`src/verilog/debug_macros.svh`:
```
`ifndef DEBUG_MACROS_SVH
`define DEBUG_MACROS_SVH

//////////////////////////////////////////////////
// Serial link and processor widths
//////////////////////////////////////////////////

`define DEBUG_BYTE_W 8          // UART byte.
`define DEBUG_WORD_W 32         // Instruction and database word.
`define DEBUG_ADDR_W 11         // Program memory address.

`define DEBUG_BYTES_PER_WORD 4  // Bytes per program word.

//////////////////////////////////////////////////
// Session constants
//////////////////////////////////////////////////

// Fetching this word stops the run and starts the report.
`define DEBUG_HALT_WORD 32'h0000_0000

`define DEBUG_REPORT_STEPS 10   // Bytes sent back after HALT.

`endif

```
`src/verilog/debug_bus_pkg.sv`:
```
`include "debug_macros.svh"

package debug_bus_pkg;

  //////////////////////////////////////////////////
  // Byte streams to and from the UART
  //////////////////////////////////////////////////

  // Valid for one cycle per received byte.
  typedef struct packed {
    logic                     valid;
    logic [`DEBUG_BYTE_W-1:0] data;
  } rx_byte_t;

  // Start is a level, the UART samples it when idle.
  typedef struct packed {
    logic                     start;
    logic [`DEBUG_BYTE_W-1:0] data;
  } tx_req_t;

  //////////////////////////////////////////////////
  // Program memory write port
  //////////////////////////////////////////////////

  typedef struct packed {
    logic                     write;
    logic [`DEBUG_ADDR_W-1:0] addr;
    logic [`DEBUG_WORD_W-1:0] data;
  } prog_write_t;

endpackage

```
`src/verilog/debug_cmd_pkg.sv`:
```
`include "debug_macros.svh"

package debug_cmd_pkg;

  //////////////////////////////////////////////////
  // Host command codes
  //////////////////////////////////////////////////

  // Report requests step by 0x08, one per report byte.
  typedef enum logic [`DEBUG_BYTE_W-1:0] {
    CMD_SOFT_RESET   = 8'h00,
    CMD_PC_ACK       = 8'h01,
    CMD_RUN          = 8'h03,  // Bit 2 low, continuous.
    CMD_STEP         = 8'h07,  // Bit 2 high, single step.
    CMD_REQ_PC_H     = 8'h08,
    CMD_REQ_PC_L     = 8'h10,
    CMD_REQ_CYCLES_H = 8'h18,
    CMD_REQ_CYCLES_L = 8'h20,
    CMD_REQ_PC4_H    = 8'h28,
    CMD_REQ_PC4_L    = 8'h30,
    CMD_REQ_INSTR_3  = 8'h38,
    CMD_REQ_INSTR_2  = 8'h40,
    CMD_REQ_INSTR_1  = 8'h48,
    CMD_REQ_INSTR_0  = 8'h50
  } debug_cmd_e;

  typedef enum logic [2:0] {
    IDLE, SOFT_RESET, WAIT_PC_ACK, LOAD, WAIT_START, RUN, REPORT
  } debug_state_e;

  // Source the CPU puts on its database port.
  typedef enum logic [2:0] {
    DB_NONE     = 3'd0,
    DB_RUN      = 3'd1,
    DB_PC       = 3'd2,
    DB_CYCLES   = 3'd3,
    DB_PC_PLUS4 = 3'd4,
    DB_INSTR    = 3'd5
  } db_select_e;

endpackage

```
`src/verilog/debug_control_fsm.sv`:
```
`timescale 1ns/1ns

`include "debug_macros.svh"

module debug_control_fsm
  import debug_cmd_pkg::*;
  import debug_bus_pkg::*;
(
  input  logic                     i_clock,
  input  logic                     i_reset,
  input  logic                     i_rx_done,
  input  logic [`DEBUG_BYTE_W-1:0] i_rx_data,
  input  logic                     i_soft_reset_ack,
  input  logic [`DEBUG_WORD_W-1:0] i_instruction_fetch,
  input  logic                     i_load_done,
  input  tx_req_t                  i_report_tx,
  input  logic                     i_report_done,
  input  db_select_e               i_report_select,
  output rx_byte_t                 o_rx_byte,
  output logic                     o_load_active,
  output logic                     o_report_active,
  output tx_req_t                  o_tx,
  output logic                     o_soft_reset,
  output logic                     o_step_mode,
  output logic                     o_pc_enable,
  output db_select_e               o_db_select
);

  debug_state_e state_q;
  debug_state_e state_next;
  logic         rx_done_q;
  logic         byte_event;
  logic         start_cmd;

  //////////////////////////////////////////////////
  // Byte event on the falling edge of rx done
  //////////////////////////////////////////////////

  assign byte_event = ~i_rx_done & rx_done_q;

  assign o_rx_byte.valid = byte_event;
  assign o_rx_byte.data  = i_rx_data;

  assign start_cmd = byte_event && (state_q == WAIT_START) &&
                     ((i_rx_data == CMD_RUN) || (i_rx_data == CMD_STEP));

  always_ff @(posedge i_clock) begin
    if (!i_reset) begin
      state_q   <= IDLE;
      rx_done_q <= 1'b0;
    end else begin
      state_q   <= state_next;
      rx_done_q <= i_rx_done;
    end
  end

  // Mode bit holds through RUN and REPORT.
  always_ff @(posedge i_clock) begin
    if (!i_reset) begin
      o_step_mode <= 1'b0;
    end else if (start_cmd) begin
      o_step_mode <= i_rx_data[2];  // Set by CMD_STEP only.
    end else if (state_q == REPORT && i_report_done) begin
      o_step_mode <= 1'b0;
    end
  end

  //////////////////////////////////////////////////
  // Next state
  //////////////////////////////////////////////////

  always_comb begin
    state_next = state_q;
    case (state_q)
      IDLE: begin
        if (byte_event && i_rx_data == CMD_SOFT_RESET) begin
          state_next = SOFT_RESET;
        end
      end
      SOFT_RESET: begin
        if (!i_soft_reset_ack) begin  // CPU acknowledge, active low.
          state_next = WAIT_PC_ACK;
        end
      end
      WAIT_PC_ACK: begin
        if (byte_event && i_rx_data == CMD_PC_ACK) begin
          state_next = LOAD;
        end
      end
      LOAD: begin
        if (i_load_done) begin
          state_next = WAIT_START;
        end
      end
      WAIT_START: begin
        if (start_cmd) begin
          state_next = RUN;
        end
      end
      RUN: begin
        if (i_instruction_fetch == `DEBUG_HALT_WORD) begin
          state_next = REPORT;
        end
      end
      REPORT: begin
        if (i_report_done) begin
          state_next = IDLE;
        end
      end
      default: begin
        state_next = IDLE;
      end
    endcase
  end

  //////////////////////////////////////////////////
  // Session outputs
  //////////////////////////////////////////////////

  assign o_load_active   = (state_q == LOAD);
  assign o_report_active = (state_q == REPORT);
  assign o_soft_reset    = (state_q != SOFT_RESET);  // Active low.
  assign o_pc_enable     = (state_q == RUN);

  always_comb begin
    o_tx        = '0;
    o_db_select = DB_NONE;
    case (state_q)
      WAIT_PC_ACK: begin
        o_tx.start = 1'b1;  // Ready announcement.
        o_tx.data  = CMD_PC_ACK;
      end
      RUN: begin
        o_db_select = DB_RUN;
      end
      REPORT: begin
        o_tx        = i_report_tx;
        o_db_select = i_report_select;
      end
      default: begin
        o_tx = '0;
      end
    endcase
  end

endmodule

```
`src/verilog/debug_unit.sv`:
```
`timescale 1ns/1ns

`include "debug_macros.svh"

module debug_unit
  import debug_cmd_pkg::*;
  import debug_bus_pkg::*;
#(
  parameter logic [`DEBUG_WORD_W-1:0] HALT_WORD = `DEBUG_HALT_WORD
) (
  input  logic                     i_clock,
  input  logic                     i_reset,
  input  logic                     i_rx_done,
  input  logic [`DEBUG_BYTE_W-1:0] i_rx_data,
  input  logic                     i_soft_reset_ack,
  input  logic [`DEBUG_WORD_W-1:0] i_instruction_fetch,
  input  logic [`DEBUG_WORD_W-1:0] i_database,
  output tx_req_t                  o_tx,
  output logic                     o_soft_reset,
  output prog_write_t              o_prog_write,
  output logic                     o_step_mode,
  output logic                     o_pc_enable,
  output db_select_e               o_db_select
);

  rx_byte_t   rx_byte;
  tx_req_t    report_tx;
  db_select_e report_select;
  logic       load_active;
  logic       load_done;
  logic       report_active;
  logic       report_done;

  // The FSM decodes HALT from the shared macro, so both must agree.
  if (HALT_WORD != `DEBUG_HALT_WORD) begin : g_halt_check
    $error("HALT_WORD differs from DEBUG_HALT_WORD.");
  end

  debug_control_fsm debug_control_fsm_i (
    .i_clock             (i_clock),
    .i_reset             (i_reset),
    .i_rx_done           (i_rx_done),
    .i_rx_data           (i_rx_data),
    .i_soft_reset_ack    (i_soft_reset_ack),
    .i_instruction_fetch (i_instruction_fetch),
    .i_load_done         (load_done),
    .i_report_tx         (report_tx),
    .i_report_done       (report_done),
    .i_report_select     (report_select),
    .o_rx_byte           (rx_byte),
    .o_load_active       (load_active),
    .o_report_active     (report_active),
    .o_tx                (o_tx),
    .o_soft_reset        (o_soft_reset),
    .o_step_mode         (o_step_mode),
    .o_pc_enable         (o_pc_enable),
    .o_db_select         (o_db_select)
  );

  program_loader program_loader_i (
    .i_clock       (i_clock),
    .i_reset       (i_reset),
    .i_load_active (load_active),
    .i_rx_byte     (rx_byte),
    .o_prog_write  (o_prog_write),
    .o_load_done   (load_done)
  );

  report_serializer report_serializer_i (
    .i_clock         (i_clock),
    .i_reset         (i_reset),
    .i_report_active (report_active),
    .i_rx_byte       (rx_byte),
    .i_database      (i_database),
    .o_tx            (report_tx),
    .o_select        (report_select),
    .o_done          (report_done)
  );

endmodule

```
`src/verilog/program_loader.sv`:
```
`timescale 1ns/1ns

`include "debug_macros.svh"

module program_loader
  import debug_bus_pkg::*;
(
  input  logic        i_clock,
  input  logic        i_reset,
  input  logic        i_load_active,
  input  rx_byte_t    i_rx_byte,
  output prog_write_t o_prog_write,
  output logic        o_load_done
);

  localparam int CNT_W = $clog2(`DEBUG_BYTES_PER_WORD);

  logic [`DEBUG_WORD_W-1:0] shift_q;
  logic [`DEBUG_WORD_W-1:0] word_next;
  logic [CNT_W-1:0]         byte_cnt_q;
  logic [`DEBUG_ADDR_W-1:0] addr_q;
  prog_write_t              write_q;
  logic                     done_q;
  logic                     word_event;
  logic                     word_zero;

  //////////////////////////////////////////////////
  // Word assembly, high byte first
  //////////////////////////////////////////////////

  assign word_next  = {shift_q[`DEBUG_WORD_W-`DEBUG_BYTE_W-1:0], i_rx_byte.data};
  assign word_event = i_rx_byte.valid &&
                      (byte_cnt_q == CNT_W'(`DEBUG_BYTES_PER_WORD - 1));
  assign word_zero  = (word_next == '0);  // Terminates the program.

  always_ff @(posedge i_clock) begin
    if (!i_reset) begin
      shift_q    <= '0;
      byte_cnt_q <= '0;
    end else if (!i_load_active) begin
      shift_q    <= '0;
      byte_cnt_q <= '0;
    end else if (i_rx_byte.valid) begin
      shift_q    <= word_next;
      byte_cnt_q <= byte_cnt_q + 1'b1;  // Wraps every word.
    end
  end

  //////////////////////////////////////////////////
  // Write generation and address counter
  //////////////////////////////////////////////////

  always_ff @(posedge i_clock) begin
    if (!i_reset) begin
      addr_q  <= '0;
      write_q <= '0;
      done_q  <= 1'b0;
    end else if (!i_load_active) begin
      addr_q  <= '0;
      write_q <= '0;
      done_q  <= 1'b0;
    end else begin
      write_q.write <= 1'b0;  // One cycle per word.
      done_q        <= 1'b0;
      if (word_event) begin
        write_q.write <= ~word_zero;
        write_q.addr  <= addr_q;
        write_q.data  <= word_next;
        done_q        <= word_zero;
      end
      if (write_q.write) begin
        addr_q <= addr_q + 1'b1;  // Next slot after the write.
      end
    end
  end

  assign o_prog_write = write_q;
  assign o_load_done  = done_q;

endmodule

```
`src/verilog/report_serializer.sv`:
```
`timescale 1ns/1ns

`include "debug_macros.svh"

module report_serializer
  import debug_cmd_pkg::*;
  import debug_bus_pkg::*;
(
  input  logic                     i_clock,
  input  logic                     i_reset,
  input  logic                     i_report_active,
  input  rx_byte_t                 i_rx_byte,
  input  logic [`DEBUG_WORD_W-1:0] i_database,
  output tx_req_t                  o_tx,
  output db_select_e               o_select,
  output logic                     o_done
);

  localparam int STEP_W = $clog2(`DEBUG_REPORT_STEPS);
  localparam logic [STEP_W-1:0] LAST_STEP = STEP_W'(`DEBUG_REPORT_STEPS - 1);

  logic [STEP_W-1:0]        step_q;
  logic [`DEBUG_BYTE_W-1:0] req_code;
  logic [1:0]               lane;
  db_select_e               select;
  logic                     req_match;

  //////////////////////////////////////////////////
  // Step counter
  //////////////////////////////////////////////////

  // Step k answers the code 0x08 * (k + 1).
  assign req_code  = CMD_REQ_PC_H * (step_q + 1'b1);
  assign req_match = i_report_active && i_rx_byte.valid && (i_rx_byte.data == req_code);

  always_ff @(posedge i_clock) begin
    if (!i_reset) begin
      step_q <= '0;
    end else if (!i_report_active) begin
      step_q <= '0;
    end else if (req_match && step_q != LAST_STEP) begin
      step_q <= step_q + 1'b1;
    end
  end

  assign o_done = req_match && (step_q == LAST_STEP);

  //////////////////////////////////////////////////
  // Source and byte lane per step
  //////////////////////////////////////////////////

  always_comb begin
    case (step_q)
      4'd0, 4'd1: select = DB_PC;
      4'd2, 4'd3: select = DB_CYCLES;
      4'd4, 4'd5: select = DB_PC_PLUS4;
      default:    select = DB_INSTR;
    endcase
    if (step_q < 4'd6) begin
      lane = {1'b0, ~step_q[0]};  // High byte on even steps.
    end else begin
      lane = 2'(LAST_STEP - step_q);  // Instruction bytes 3 to 0.
    end
  end

  assign o_select   = i_report_active ? select : DB_NONE;
  assign o_tx.start = i_report_active;
  assign o_tx.data  = i_database[lane*`DEBUG_BYTE_W +: `DEBUG_BYTE_W];

endmodule
```
`config.mk`:
```
export PLATFORM = sky130hd
export DESIGN_NAME = debug_unit
export DESIGN_NICKNAME = d
export VERILOG_FILES = /design/src/verilog/debug_bus_pkg.sv /design/src/verilog/debug_cmd_pkg.sv /design/src/verilog/debug_control_fsm.sv /design/src/verilog/debug_unit.sv /design/src/verilog/program_loader.sv /design/src/verilog/report_serializer.sv
export VERILOG_INCLUDE_DIRS = /design/src /design/src/verilog
export SDC_FILE = /design/constraint.sdc
export NUM_CORES = 1
export LEC_CHECK = 0
export BUFFER_PORTS_ARGS = -buffer_cell sky130_fd_sc_hd__buf_4
export CAP_MARGIN = 20
export CORE_MARGIN = 1.5
export CORE_UTILIZATION = 54
export CTS_CLUSTER_DIAMETER = 100
export CTS_CLUSTER_SIZE = 25
export DETAILED_ROUTE_END_ITERATION = 16
export PLACE_DENSITY = 0.85
export SETUP_SLACK_MARGIN = 0.5
export SYNTH_ARGS = -nofsm -noshare
export SYNTH_HDL_FRONTEND = slang
export SYNTH_SLANG_ARGS = --single-unit
```
`constraint.sdc`:
```
create_clock -name i_clock -period 5.4 [get_ports i_clock]
set_input_delay 0.27 -clock i_clock [delete_from_list [all_inputs] [get_ports i_clock]]
set_output_delay 0.27 -clock i_clock [all_outputs]
set_load 0.02 [all_outputs]
```
==> metrics.md <==
| Metric | Value |
|---|---|
| Buffers on Ports | around 130 |
| Post-synth net total | between 500 and 600 |
| Final core occ | 0.736 |
| Largest family of logic cells by synthesized area | simple AND/OR/NAND/NOR gates |
| Root Buffer | clkbuf_8 |
| # diodes | 0 |
| Max cap viols | 0 |
| Startpoint types | flop |
| EDFF count, synth | 0 |
| FMAX | about 420 MHz |
| Final nets | 698 |
| Detailed Route WL | 10.4 mm |
| Tightest Hold Check Type | in2reg |
| Rows | 31 |
| DR DRC count | 0 |
| Worst setup EP type | output port |
| FILL cells | between 500 and 600 |
| Post-route cell area | 5340 um2 |
| Initial antenna violation count | 0 |
| Synthesized area per cell | between 8 and 9 um2 |
| DR vias/cell | between 5 and 6 |
| Synth Area in Compound Gates | 0.141 |
| Post-synthesis simple-gate area fraction | 0.270 |
| IO Pins | between 100 and 150 |
| Initial Util | 0.560 |
| Via count | approximately 3.9k |
| Final GP Congestion | between 0.9 and 1 |
| Post-CTS setup buffers | 0 |
| First-pass GRT wire length | approximately 17 mm |
| Maximum VDD drop | ~0.00017 V |
| Clock Skews | between 8 and 9 ps |
| Fin Setup TNS | 0 ps |
| R2R Setup Slk | between 3000 and 4000 ps |
| Post-DP HPWL | approximately 7.5 mm |
| Final min period | approximately 2400 ps |
| Dpl cell area | a little over 5000 um2 |
| Overall routing resource usage | 0.269 |
| Placed Cells | 703 |
| Fin. Hold Viols | 0 |
| Die Y | ~90 um |
| Seq/Total Area, Yosys | 0.449 |
| Synth Register Bits | 91 |
| Relative slew slack | 0.466 |
| Status | finished clean |
| Setup Crit Path Kind | reg2out |
| Async S/R FF share, synth | 0 |
| Distinct cells, synth | 53 |
| YS warnings | 0 |
| Number of global-route vias before repair | between 3k and 4k |
| Maximum clock insertion buffer count | 2 |
| H-tree depth | 3 |
| Synth top area share | 0.449 |
| Area contributors post-synth | dfxtp_1 (45%), nand2_1 (14%), a21oi_1 (9.2%) |
| Predominant post-synthesis flop cell | dfxtp_1 |
| Share of cells above drive strength 1 | 0.279 |
| Final Total Pwr | 1.32 mW |
| Pin count of the biggest net entering global routing | 83 |
| Power per cell area | approximately 250 nW/um2 |
| Non-Filler Instances | 720 |
| Crit path DAT | around 2100 ps |
| Adder-Cell Fraction of Synth Area | 0.0185 |
| Proportion of synthesized area in mux cells | 0.0469 |
| Skew-Pair Late Insertion Delay | about 350 ps |
| Area grow syn2layout | 31.6% |
| Drt wl/cell | approximately 14 um |
| Pre-antenna DRT Iters | 5 |
| Clock sink count | 91 |
| Area leader, netlist | dfxtp_1 |
| CTS Buf Count | 9 |
| Mapped Cells | between 400 and 500 |
| Die Width | between 80 and 90 um |
| CTS tree | done |
| Worst Max-Slew Pin Slew | roughly 800 ps |
| Leakage | around 2 nW |
| Final period util | 0.446 |
| Post-synthesis xor/xnor area fraction | 0.0345 |
| RSZ-0062 raised after global routing | no |
| Post-CTS sizing | 0 |
| Core ar. | between 7000 and 8000 um2 |
| Total grt overflow | 0 |
| Post-Syn Area | between 4000 and 5000 um2 |
| Detailed Route Iter0 Violations | between 300 and 400 |
| Clock-pin slew on the worst setup and hold paths | 80 ps |
| Die ar. | between 8000 and 9000 um2 |
| Worst path required time | around 5100 ps |
| Final setup vio count | 0 |
| Worst Path Max Fanout | 12 |
| Antenna Nets Post-Route | 0 |
| Final count of pins violating max slew | 0 |
| Cts hold-fix bufs | 0 |
worst max-delay path, stage by stage (launching register included):
cell,delay [ps]
dfxtp_1,430
o21ai_1,620
mux4_2,410
o21a_1,180
buf_4,150
power breakdown:
group / internal [mW] / switching [mW]
Sequential: 0.673 / 0.00723
Combinational: 0.0594 / 0.0391
Clock: 0.308 / 0.233
Total: 1.04 / 0.279
cells in the final DEF, fill, tap and decap left out, types with 5 or more instances in the layout:
cell	count
nand4_1	8
clkbuf_8	9
xnor2_1	9
dfxtp_1	91
xor2_1	7
inv_1	5
and2_1	10
nor4_1	15
nor2_1	21
mux4_2	8
o21ai_0	7
ha_1	6
nand3_1	7
buf_4	138
nand2_1	146
a21oi_1	75
cell type report:
class	instances	area, um2	area share
tap	99	124	0.0232
clock buffer	10	128	0.0239
clock inverter	6	114	0.0213
multi-input combinational	369	2080	0.389
inverter	6	22.5	0.00422
sequential	91	1820	0.341
timing repair buffer	139	1050	0.197
state kept, by name (all words and copies together), names as in the netlist:
signal                           flops
program_loader_i.shift_q            24
debug_control_fsm_i.o_step_mode      1
program_loader_i.addr_q             11
report_serializer_i.step_q           4
debug_control_fsm_i.rx_done_q        1
program_loader_i.o_load_done         1
program_loader_i.o_prog_write       44
debug_control_fsm_i.state_q          3
program_loader_i.byte_cnt_q          2
cells in the mapped netlist, types with 3 or more instances:
cell	instances
nand2_1	146
dfxtp_1	91
a21oi_1	75
clkbuf_1	23
nor2_1	21
nor4_1	15
and2_1	10
xnor2_1	9
mux4_2	8
nand3_1	8
nand4_1	8
o21ai_0	7
xor2_1	7
ha_1	6
inv_1	5
nor2b_1	3
nor3_1	3
o21a_1	3
or3_1	3
worst paths after layout:
path                                           from                                 to  cells after the start
setup reg to reg      report_serializer_i.step_q[0]      report_serializer_i.step_q[2]                      7
hold reg to reg   program_loader_i.o_prog_write[28]  program_loader_i.o_prog_write[28]                      2
setup / recovery      report_serializer_i.step_q[2]                            o_tx[0]                      4
hold / removal                            i_rx_done      debug_control_fsm_i.rx_done_q                      2
kinds of logic after synthesis:
logic type,Yosys count
AO/OA/AOI/OAI,102
XOR/XNOR,16
adder cells (fa/ha/maj),6
buffers and inverters,35
flip-flops,91
multiplexers,9
AND/OR/NAND/NOR,236
metal layers:
layer,routed length (um),GRT usage
met1,4410,0.336
met2,5340,0.459
met3,504,0.0548
met4,173,0.0965
met5,0,0
metrics by stage:
step	hold WS, ps	setup slack (ps)
after floorplan	397	3310
after global placement	442	3100
after detailed placement	447	3030
after CTS	135	2980
after global routing	149	2870
final	153	2990
Power figures use the tool's default switching activity.
